==> config.mk <==
export PLATFORM = sky130hd
export DESIGN_NAME = r5p_mini_top
export DESIGN_NICKNAME = d
export VERILOG_FILES = /design/src/hw/r5p_bus_pkg.sv /design/src/hw/r5p_isa_pkg.sv /design/src/hw/r5p_alu_exec.sv /design/src/hw/r5p_axil_front.sv /design/src/hw/r5p_gpr_1r1w.sv /design/src/hw/r5p_mini_top.sv
export SDC_FILE = /design/constraint.sdc
export NUM_CORES = 2
export LEC_CHECK = 0
export BUFFER_PORTS_ARGS = -buffer_cell sky130_fd_sc_hd__buf_2
export CORE_ASPECT_RATIO = 0.75
export CORE_MARGIN = 5
export CORE_UTILIZATION = 55
export DETAILED_ROUTE_END_ITERATION = 7
export MAX_ROUTING_LAYER = met4
export PLACE_DENSITY_LB_ADDON = 0.25
export SYNTH_ARGS = -nofsm -noshare
export SYNTH_HDL_FRONTEND = slang
export SYNTH_SLANG_ARGS = --single-unit
==> constraint.sdc <==
create_clock -name clk -period 10.4 [get_ports clk]
set_clock_uncertainty 0.15 [all_clocks]
set_input_delay 0.52 -clock clk [delete_from_list [all_inputs] [get_ports clk]]
set_output_delay 0.52 -clock clk [all_outputs]
set_load 0.01 [all_outputs]
==> src/hw/r5p_bus_pkg.sv <==
/* AXI4-Lite constants for the subsystem front end.
   Address width, address map of the instruction port and register window, responses. */
package r5p_bus_pkg;

  ////////////////////
  // address map
  ////////////////////

  localparam int unsigned axil_aw = 8;

  localparam logic [axil_aw-1:0] addr_inst = 8'h00; // instruction write port

  // register window, xN at base + 4*N
  localparam logic [axil_aw-1:0] addr_gpr_base = 8'h80;
  localparam logic [axil_aw-1:0] gpr_win_mask  = 8'h7c; // index bits inside window

  ////////////////////
  // responses
  ////////////////////

  localparam logic [1:0] resp_okay   = 2'b00;
  localparam logic [1:0] resp_slverr = 2'b10;

endpackage

==> src/hw/r5p_isa_pkg.sv <==
/* RV32 subset encodings for the register-file/execute subsystem.
   Opcodes, funct3 codes, register file sizes and the instruction word union. */
package r5p_isa_pkg;

  ////////////////////
  // sizes
  ////////////////////

  localparam int unsigned xlen   = 32; // data word
  localparam int unsigned gpr_aw = 5;  // 32 registers, 4 would do for rv32e

  ////////////////////
  // opcodes
  ////////////////////

  localparam logic [6:0] opc_op_imm = 7'b0010011; // immediate alu ops
  localparam logic [6:0] opc_lui    = 7'b0110111; // load upper immediate

  ////////////////////
  // funct3 for op_imm
  ////////////////////

  localparam logic [2:0] f3_addi = 3'b000;
  localparam logic [2:0] f3_slli = 3'b001; // needs funct7 zero
  localparam logic [2:0] f3_xori = 3'b100;
  localparam logic [2:0] f3_srli = 3'b101; // funct7 zero, 0x20 would be srai
  localparam logic [2:0] f3_ori  = 3'b110;
  localparam logic [2:0] f3_andi = 3'b111;

  ////////////////////
  // instruction word
  ////////////////////

  // same 32 bits seen as I-type or U-type
  // opcode and rd sit at the same place in both
  typedef union packed {
    struct packed {
      logic [11:0] imm12;  // signed immediate, shamt in low bits
      logic [4:0]  rs1;
      logic [2:0]  funct3;
      logic [4:0]  rd;
      logic [6:0]  opcode;
    } i;
    struct packed {
      logic [19:0] imm20;  // upper immediate
      logic [4:0]  rd;
      logic [6:0]  opcode;
    } u;
  } r5p_inst_t;

endpackage

==> src/hw/r5p_alu_exec.sv <==
/* Execute stage for the immediate ALU ops and LUI. The issued word is decoded,
   the result computed from rs1 and held one cycle in the writeback register. */
`timescale 1ns/1ns

module r5p_alu_exec (
  input  logic                           clk,
  input  logic                           arst_n,
  // issue
  input  logic                           issue_valid,
  input  r5p_isa_pkg::r5p_inst_t         issue_inst,
  input  logic [r5p_isa_pkg::xlen-1:0]   rs_data,  // rs1 value, bypassed
  // writeback
  output logic                           wb_valid,
  output logic [r5p_isa_pkg::gpr_aw-1:0] wb_rd,
  output logic [r5p_isa_pkg::xlen-1:0]   wb_data
);

  import r5p_isa_pkg::*;

  logic [xlen-1:0] imm;     // sign extended imm12
  logic [4:0]      shamt;
  logic [xlen-1:0] result;

  assign imm   = {{(xlen-12){issue_inst.i.imm12[11]}}, issue_inst.i.imm12};
  assign shamt = issue_inst.i.imm12[4:0];

  ////////////////////
  // alu
  ////////////////////

  always_comb begin
    if (issue_inst.u.opcode == opc_lui) begin
      result = {issue_inst.u.imm20, 12'd0};
    end else begin
      case (issue_inst.i.funct3)
        f3_addi: result = rs_data + imm;
        f3_xori: result = rs_data ^ imm;
        f3_ori:  result = rs_data | imm;
        f3_andi: result = rs_data & imm;
        f3_slli: result = rs_data << shamt;
        f3_srli: result = rs_data >> shamt;  // logical
        default: result = '0;  // filtered out by the front end
      endcase
    end
  end

  ////////////////////
  // writeback register
  ////////////////////

  always_ff @(posedge clk or negedge arst_n) begin
    if (!arst_n) begin
      wb_valid <= 1'b0;
    end else begin
      wb_valid <= issue_valid;  // one write per issue
    end
  end

  always_ff @(posedge clk) begin
    if (issue_valid) begin
      wb_rd   <= issue_inst.i.rd[gpr_aw-1:0];  // rd at same place for lui
      wb_data <= result;
    end
  end

endmodule

==> src/hw/r5p_axil_front.sv <==
/* AXI4-Lite slave front end. Instruction writes are checked and moved into the issue
   register, reads return a register file word through the register window. */
`timescale 1ns/1ns

module r5p_axil_front (
  input  logic                             clk,
  input  logic                             arst_n,
  // write address
  input  logic                             awvalid,
  output logic                             awready,
  input  logic [r5p_bus_pkg::axil_aw-1:0]  awaddr,
  // write data
  input  logic                             wvalid,
  output logic                             wready,
  input  logic [r5p_isa_pkg::xlen-1:0]     wdata,
  input  logic [r5p_isa_pkg::xlen/8-1:0]   wstrb,   // whole-word instructions, not decoded
  // write response
  output logic                             bvalid,
  input  logic                             bready,
  output logic [1:0]                       bresp,
  // read address
  input  logic                             arvalid,
  output logic                             arready,
  input  logic [r5p_bus_pkg::axil_aw-1:0]  araddr,
  // read data
  output logic                             rvalid,
  input  logic                             rready,
  output logic [r5p_isa_pkg::xlen-1:0]     rdata,
  output logic [1:0]                       rresp,
  // register file read port
  output logic [r5p_isa_pkg::gpr_aw-1:0]   rs_addr,
  input  logic [r5p_isa_pkg::xlen-1:0]     rs_data,
  // issue register
  output logic                             issue_valid,
  output r5p_isa_pkg::r5p_inst_t           issue_inst
);

  import r5p_isa_pkg::*;
  import r5p_bus_pkg::*;

  r5p_inst_t w_inst;   // write data seen as instruction
  logic      idle;     // nothing issued, no response outstanding
  logic      aw_hs;    // joint aw/w transfer
  logic      ar_hs;
  logic      inst_ok;  // supported encoding
  logic      wr_ok;    // supported and at the instruction address
  logic      ar_hit;   // inside register window

  assign w_inst = wdata;

  ////////////////////
  // handshakes
  ////////////////////

  assign idle = ~issue_valid & ~bvalid & ~rvalid;

  // aw and w only taken together, so ready waits for both valids
  assign awready = idle & awvalid & wvalid;
  assign wready  = awready;
  assign arready = idle & arvalid;

  assign aw_hs = awvalid & wvalid & awready;
  assign ar_hs = arvalid & arready;

  ////////////////////
  // decode
  ////////////////////

  always_comb begin
    inst_ok = 1'b0;
    if (w_inst.u.opcode == opc_lui) begin
      inst_ok = 1'b1;
    end else if (w_inst.i.opcode == opc_op_imm) begin
      case (w_inst.i.funct3)
        f3_addi, f3_xori, f3_ori, f3_andi: inst_ok = 1'b1;
        f3_slli, f3_srli: inst_ok = (w_inst.i.imm12[11:5] == 7'd0); // no srai
        default: inst_ok = 1'b0;  // slti, sltiu
      endcase
    end
  end

  assign wr_ok  = (awaddr == addr_inst) && inst_ok;
  assign ar_hit = (araddr & ~gpr_win_mask) == addr_gpr_base; // also rejects unaligned

  // issued rs1 has priority, otherwise the word index of the read address
  assign rs_addr = issue_valid ? issue_inst.i.rs1[gpr_aw-1:0] : araddr[gpr_aw+1:2];

  ////////////////////
  // control registers
  ////////////////////

  always_ff @(posedge clk or negedge arst_n) begin
    if (!arst_n) begin
      issue_valid <= 1'b0;
      bvalid      <= 1'b0;
      rvalid      <= 1'b0;
    end else begin
      issue_valid <= aw_hs & wr_ok;  // execute is always ready, one cycle here
      if (aw_hs) begin
        bvalid <= 1'b1;
      end else if (bready) begin
        bvalid <= 1'b0;
      end
      if (ar_hs) begin
        rvalid <= 1'b1;
      end else if (rready) begin
        rvalid <= 1'b0;
      end
    end
  end

  ////////////////////
  // payload registers
  ////////////////////

  always_ff @(posedge clk) begin
    if (aw_hs) begin
      bresp <= wr_ok ? resp_okay : resp_slverr;
      if (wr_ok) begin
        issue_inst <= w_inst;
      end
    end
    if (ar_hs) begin
      rdata <= ar_hit ? rs_data : '0;   // value at acceptance, bypass included
      rresp <= ar_hit ? resp_okay : resp_slverr;
    end
  end

endmodule

==> src/hw/r5p_gpr_1r1w.sv <==
/* General purpose register file, one combinational read port and one write port.
   x0 is never written; a read of the register being written returns the new data. */
`timescale 1ns/1ns

module r5p_gpr_1r1w #(
  int unsigned aw = r5p_isa_pkg::gpr_aw  // 4 is enough for rv32e
)(
  input  logic                         clk,
  // write port
  input  logic                         e_rd,
  input  logic [aw-1:0]                a_rd,
  input  logic [r5p_isa_pkg::xlen-1:0] d_rd,
  // read port
  input  logic [aw-1:0]                a_rs,
  output logic [r5p_isa_pkg::xlen-1:0] d_rs
);

  import r5p_isa_pkg::*;

  logic            wen;   // qualified write enable
  logic [xlen-1:0] t_rs;  // raw array read

  // plain array, powers up cleared, so x0 reads zero
  logic [xlen-1:0] gpr [0:2**aw-1] = '{default: '0};

  // x0 stays zero
  assign wen = e_rd & (|a_rd);

  ////////////////////
  // array
  ////////////////////

  always_ff @(posedge clk) begin
    if (wen) begin
      gpr[a_rd] <= d_rd;
    end
  end

  assign t_rs = gpr[a_rs];  // combinational read

  ////////////////////
  // write bypass
  ////////////////////

  // result still on its way into the array wins over the stale entry
  assign d_rs = (wen && (a_rd == a_rs)) ? d_rd : t_rs;

endmodule

==> src/hw/r5p_mini_top.sv <==
/* Top of the register-file/execute subsystem. AXI4-Lite front end feeds the
   execute stage, both share the register file through one read and one write port. */
`timescale 1ns/1ns

module r5p_mini_top (
  input  logic                            clk,
  input  logic                            arst_n,
  // write address
  input  logic                            awvalid,
  output logic                            awready,
  input  logic [r5p_bus_pkg::axil_aw-1:0] awaddr,
  // write data
  input  logic                            wvalid,
  output logic                            wready,
  input  logic [r5p_isa_pkg::xlen-1:0]    wdata,
  input  logic [r5p_isa_pkg::xlen/8-1:0]  wstrb,
  // write response
  output logic                            bvalid,
  input  logic                            bready,
  output logic [1:0]                      bresp,
  // read address
  input  logic                            arvalid,
  output logic                            arready,
  input  logic [r5p_bus_pkg::axil_aw-1:0] araddr,
  // read data
  output logic                            rvalid,
  input  logic                            rready,
  output logic [r5p_isa_pkg::xlen-1:0]    rdata,
  output logic [1:0]                      rresp
);

  import r5p_isa_pkg::*;

  logic              issue_valid;
  r5p_inst_t         issue_inst;
  logic [gpr_aw-1:0] rs_addr;   // read port, shared by issue and bus reads
  logic [xlen-1:0]   rs_data;
  logic              wb_valid;  // write port
  logic [gpr_aw-1:0] wb_rd;
  logic [xlen-1:0]   wb_data;

  r5p_axil_front front_i (
    .clk         (clk),
    .arst_n      (arst_n),
    .awvalid     (awvalid),
    .awready     (awready),
    .awaddr      (awaddr),
    .wvalid      (wvalid),
    .wready      (wready),
    .wdata       (wdata),
    .wstrb       (wstrb),
    .bvalid      (bvalid),
    .bready      (bready),
    .bresp       (bresp),
    .arvalid     (arvalid),
    .arready     (arready),
    .araddr      (araddr),
    .rvalid      (rvalid),
    .rready      (rready),
    .rdata       (rdata),
    .rresp       (rresp),
    .rs_addr     (rs_addr),
    .rs_data     (rs_data),
    .issue_valid (issue_valid),
    .issue_inst  (issue_inst)
  );

  r5p_gpr_1r1w #(
    .aw (gpr_aw)
  ) gpr_i (
    .clk  (clk),
    .e_rd (wb_valid),
    .a_rd (wb_rd),
    .d_rd (wb_data),
    .a_rs (rs_addr),
    .d_rs (rs_data)
  );

  r5p_alu_exec exec_i (
    .clk         (clk),
    .arst_n      (arst_n),
    .issue_valid (issue_valid),
    .issue_inst  (issue_inst),
    .rs_data     (rs_data),
    .wb_valid    (wb_valid),
    .wb_rd       (wb_rd),
    .wb_data     (wb_data)
  );

endmodule

==> Yosys cells after proc, flatten, opt, wreduce, memory -nomap -nowiden <==
Memory sizes are Yosys's and may differ from the RTL's.
Index checks and enable logic that the tools add are counted.
{ "op_classes": {"add_sub_neg": 1, "n_eq_ne": 15, "n_reduce_logical": 12, "n_bitwise": 16, "muxes": 15, "shift": 2} }
{ "ops": {"columns": ["op", "count"], "rows": [
  ["32-bit one-hot mux with 6 select lines", 1],
  ["32-bit 2-to-1 mux", 2],
  ["32-bit adder", 1],
  ["32-bit AND", 1],
  ["32-bit OR", 1],
  ["32-bit by 5-bit left shift with 32-bit output", 1],
  ["32-bit by 5-bit right shift with 32-bit output", 1],
  ["32-bit XOR", 1],
  ["3-bit == test, second input constant", 9],
  ["7-bit by 6-bit == test with 1-bit output, second input constant", 2],
  ["1-bit AND", 10],
  ["8-bit logical NOT", 1],
  ["1-bit 2-to-1 mux", 8],
  ["7-bit by 5-bit == test with 1-bit output, second input constant", 1],
  ["7-bit logical NOT", 1],
  ["3-bit by 1-bit == test with 1-bit output, second input constant", 2],
  ["3-bit logical NOT", 2],
  ["5-bit == test", 1],
  ["5-bit 2-to-1 mux", 1],
  ["5-bit OR reduction", 1],
  ["2-bit 2-to-1 mux", 2],
  ["2-bit nonzero test", 2],
  ["4-bit OR reduction", 1],
  ["1-bit inverter", 3],
  ["other kinds (4)", 5]
]} }
{ "word_totals": {"mem_bits_rw": 1024, "ff_bits": 109, "memories": 1, "word_cells": 73, "output_inout_bits": 41} }
{ "memory_table": {"columns": ["memory", "depth", "width", "read_ports", "rd_clocked_by_memory_dff", "write_ports", "line", "text"], "rows": [
  ["gpr_i.gpr", 32, 32, 1, 0, 1, "r5p_gpr_1r1w.sv:24", "logic [xlen-1:0] gpr [0:2**aw-1] = '{default: '0};"]
]} }

==> Longest topological paths before layout <==
{ "depth": {"ltp_word": 7, "ltp_mapped": 26} }

==> Hierarchy <==
From an unflattened synthesis, not the netlist that was laid out.
{ "unflattened": {"cells_unflattened": 3051, "hier_area_um2": 50318.3} }
{ "by_module_without_submodules": {"columns": ["module", "instances", "cells_per_inst", "area_per_inst_um2"], "rows": [
  ["r5p_gpr_1r1w", 1, 1906, 39888.3],
  ["r5p_alu_exec", 1, 1005, 7920.1],
  ["r5p_axil_front", 1, 140, 2509.9]
]} }

==> Least setup slack after synthesis <==
OpenSTA, ideal clock, no wires.
{ "synth_timing": {"kind": "flip-flop to flip-flop", "start": "reg front_i.issue_valid", "end": "reg exec_i.wb_data[28] (netlist bit), data pin", "setup_ns": 0.266, "arrival_ns": 5.842, "setup_slack_ns": 4.142, "required_time_ns": 9.984, "path_buffers": 2, "period_less_slack_ns": 6.258, "path_stages_with_launch": 23, "path_cell_list": "dfrtp_1 -> buf_6 -> mux2i_4 -> nand3b_1 -> a221o_1 -> a2111oi_4 -> clkbuf_1 -> a31oi_1 -> a21oi_1 -> ha_1 -> inv_1 -> fa_1 -> nor2b_1 -> o21a_1 -> o21ai_0 -> a211oi_1 -> nor4b_1 -> o41ai_1 -> a221o_1 -> a21oi_1 -> mux2i_1 -> o2111ai_1 -> a2bb2oi_1"} }
{ "synth_between": {"elab_chain_len": 7, "elab_cells_between_ends": 13, "cone_classes": "add/sub (1); eq/ne (1); shift (2); mux (4); bitwise (3); reduce/logical (1); memory (1)"} }
{ "synth_rtl": {"columns": ["item", "line", "text"], "rows": [
  ["from (decl)", "r5p_axil_front.sv:34", "output logic issue_valid,"],
  ["from (signal assigned)", "r5p_axil_front.sv:98", "issue_valid <= aw_hs & wr_ok;"],
  ["5-bit 2-to-1 mux (*)", "r5p_axil_front.sv:86", "assign rs_addr = issue_valid ? issue_inst.i.rs1[gpr_aw-1:0] : araddr[gpr_aw+1:2];"],
  ["branches (longest 2 deep; another with memory 32 x 32 bit)", null, null],
  ["32-bit 2-to-1 mux (*)", "r5p_gpr_1r1w.sv:46", "assign d_rs = (wen && (a_rd == a_rs)) ? d_rd : t_rs;"],
  ["via exec_i.rs_data (one bit)", "r5p_alu_exec.sv:11", "input logic [r5p_isa_pkg::xlen-1:0] rs_data,"],
  ["32-bit adder (tied with other cells)", "r5p_alu_exec.sv:36", "f3_addi: result = rs_data + imm;"],
  ["32-bit one-hot mux with 6 select lines (*)", "r5p_alu_exec.sv:35", "case (issue_inst.i.funct3)"],
  ["32-bit 2-to-1 mux (*)", "r5p_alu_exec.sv:32", "if (issue_inst.u.opcode == opc_lui) begin"],
  ["via exec_i.result[28]", "r5p_alu_exec.sv:22", "logic [xlen-1:0] result;"],
  ["to (signal assigned)", "r5p_alu_exec.sv:62", "wb_data <= result;"],
  ["to (decl)", "r5p_alu_exec.sv:15", "output logic [r5p_isa_pkg::xlen-1:0] wb_data"]
]} }
Mark *: on every way through the listed nets, which the timed path passes.
A chain may end at the register's enable or synchronous reset.

==> Worst setup path after layout <==
{ "layout_timing": {"start": "reg front_i.issue_valid", "end": "reg exec_i.wb_data[24] (netlist bit), data pin"} }
The elaborated chain is that of the path after synthesis.

==> metrics.yaml <==
cts_buffers: 107
cp.required_ns: 10.64
worstMarginPinSlew_ns: 1.57
die_y_um: 286
slew_headroom_pct: -5.76
yosysTopAreaCellShare_pct: 60.7
crit_path_start_kind: "register"
syn_area_per_cell_um2: 10.9
initial_core_util_pct: 55.3
hold_buffers: 40
grt_pass1_wl_um: 293000
finalWeightedCongestion: 1.08
dr_wl_met3_um: 29100
final.setup.worst_slack_ns: 1.90
synth-edff-count: 1127
numPortBuffers: 93
drc: 0
min_period_ns: 8.50
synthSimpleGateAreaFrac_pct: 13.5
grtUsageTotal_pct: 38.0
synth_compound_area_share_pct: 17.9
area_growth_pct: 11.0
async_flop_share_pct: 0.354
drt-total-wl_um: 204000
grt-ovfl-total: 0
cts_buffer_depth: 3
crit_type: "register to register"
core_area_um2: 101000
setup_tns_ns: 0
place_ws_ns: 2.46
drive_above_1_share_pct: 10.0
synth_top_family_by_area: "compound AO/OA/AOI/OAI gates"
antenna_found_initial: 6
final_nets: 5314
yosysSeqAreaShare_pct: 60.8
ant_nets: 0
synth_ff_type: "edfxtp_1"
cp_data_arrival_time_ns: 8.74
violations: "capacitance limit, slew limit"
yosys.area_share.adder_pct: 1.49
synth.top_cells.by_area: "edfxtp_1, nor2_1, o22ai_1, a221oi_1, o21ai_0"
ys_ff_latch: 1131
via_per_inst: 7.00
critPathCaptureType: "register"
hpwl_um: 119000
wl_met2_um: 86900
hold_path.class: "input port to register"
synth.mux.area_fraction_pct: 2.44
ys_warn_count: 0
drv_slew: 6
floorplan.rows: 101
hold_viol: 0
synth_area_um2: 55800
die_area_um2: 108000
grt_pass1_vias: 42200
first_pass_iters: 6
die_width_um: 378
clkTransAtPathRegs_ns: 0.07
synth.most_common_cell: "nor2_1"
m1WireLength_um: 80600
cts.sinks: 1131
pin_count: 100
setup_viol: 0
ys_types: 91
grt_max_degree: 150
cts_resized: 0
wire_per_inst_um: 30.9
rsz0062_at_grt: "false"
highest_layer: "met4"
fmax_ghz: 0.118
cp-startpoint: "front_i.issue_valid"
tritoncts: "built"
min_from: "wvalid"
clk_latency_ns: 0.72
htree_levels: 3
period_share_pct: 81.8
pwr_density_cell_nw_per_um2: 157
synth_common_cells: "nor2_1, edfxtp_1, o22ai_1"
p_leak_nw: 20.6
crit_fanout: 52
status: "finished with violations"
r2r_start: "front_i.issue_valid"
drv_cap: 1
drt_iter0_drc: 7494
vias: 46300
postSynthCellCount: 5131
ir_worst_vdd_uv: 205
synth-xor-area-share_pct: 0.408
yosys.area.top_type: "edfxtp_1"
cts-root-buf: "clkbuf_16"
post_cts_buffers: 0
[where the power goes]
part	internal (mW)	leakage, nW	switching, mW	total (mW)
Clock	2.10	1.60	1.71	3.82
Sequential	4.97	10.2	0.00764	4.97
Combinational	0.302	8.77	0.650	0.952
[metrics by stage]
step	hold WS, ns	total power [mW]	utilization, %	std cells	cell area (um^2)
floorplan	0.0744	5.61	-	5164	55900
global placement	0.180	5.95	57.6	6379	58200
detailed placement	0.181	5.96	57.6	6379	58200
CTS	0.0460	9.71	61.3	6607	61900
global route	0.107	10.0	61.3	6613	61900
finish	0.101	9.74	61.3	6613	61900
[metal layers]
layer / up-vias / track usage [%]
met3: 530 / 10.9
li1: 19600 / -
met2: 3469 / 52.9
met4: 0 / 12.4
met1: 22700 / 54.2
met5: - / -
[worst max-delay path, cell delays in order, from the launching register on]
cell and delay (ns):
dfrtp_2 0.79, buf_4 0.44, nand2b_4 0.87, buf_4 0.41, o22ai_1 0.16, a221oi_1 0.37, a21oi_1 0.14, a311oi_1 0.47
nor3_2 0.06, buf_4 0.23, inv_1 0.13, ha_1 0.29, a2111oi_0 0.88, a211oi_1 0.35, nor4b_1 0.62, o41ai_1 0.19
buf_4 0.18, a211o_1 0.28, o211ai_1 0.11, xnor2_1 0.18, a21oi_1 0.09, a32oi_1 0.71
[path summary, 6_finish.rpt]
kind	slack (ns)	to	cells after the start
worst min register to register	0.27	exec_i.wb_rd[2]	0
worst min-delay path	0.10	front_i.bresp[1]	3
max in group asynchronous	9.35	front_i.issue_valid	3
worst max-delay path	1.90	exec_i.wb_data[24]	21
min in group asynchronous	0.55	exec_i.wb_valid	3
worst max register to register	1.90	exec_i.wb_data[24]	21
[state kept, by name (all words and copies together) (netlist names)]
signal and count:
exec_i.wb_data 32, exec_i.wb_rd 5, exec_i.wb_valid 1, front_i.bresp 1, front_i.bvalid 1, front_i.issue_inst 32
front_i.issue_valid 1, front_i.rdata 32, front_i.rresp 1, front_i.rvalid 1, gpr_i.gpr 1024
[placed cells by master, fill, tap and decap left out, drive strengths merged, types with 20 or more instances in the layout]
cell type | Yosys | final
nor2 | 1198 | 1198
edfxtp | 1127 | 1127
o22ai | 538 | 538
o21ai | 362 | 362
nand2 | 356 | 356
buf | 179 | 267
a221oi | 212 | 212
clkbuf | 212 | 137
a21oi | 110 | 110
nand3 | 93 | 93
mux2i | 73 | 73
inv | 67 | 70
ha | 65 | 65
nand4 | 57 | 57
nor3 | 45 | 45
dlygate4sd3 | 0 | 40
nand2b | 37 | 37
a31oi | 37 | 37
o221ai | 36 | 36
clkinv | 1 | 36
conb | 1 | 34
a22oi | 28 | 28
mux4 | 20 | 20
[cell type report]
class                   instances  area [um^2]
multi-input cells            3574        20400
flip-flops and latches       1131        33900
fillers                      7782        39000
inverters                      68          255
diodes                          6         15.0
repair buffers                307         2290
clock inverters                51          509
well taps                    1339         1680
clock buffers                 137         2810
[kinds of logic after synthesis]
kind of cell | count (synthesis)
xor gates and xnor gates | 26
adders and majority gates | 66
AOI/OAI and AO/OA | 1500
buffers and inverters | 459
muxes | 107
other | 1
DFF | 1131
and+or+nand+nor | 1841
Note: power is estimated with default switching activity, not from simulation.
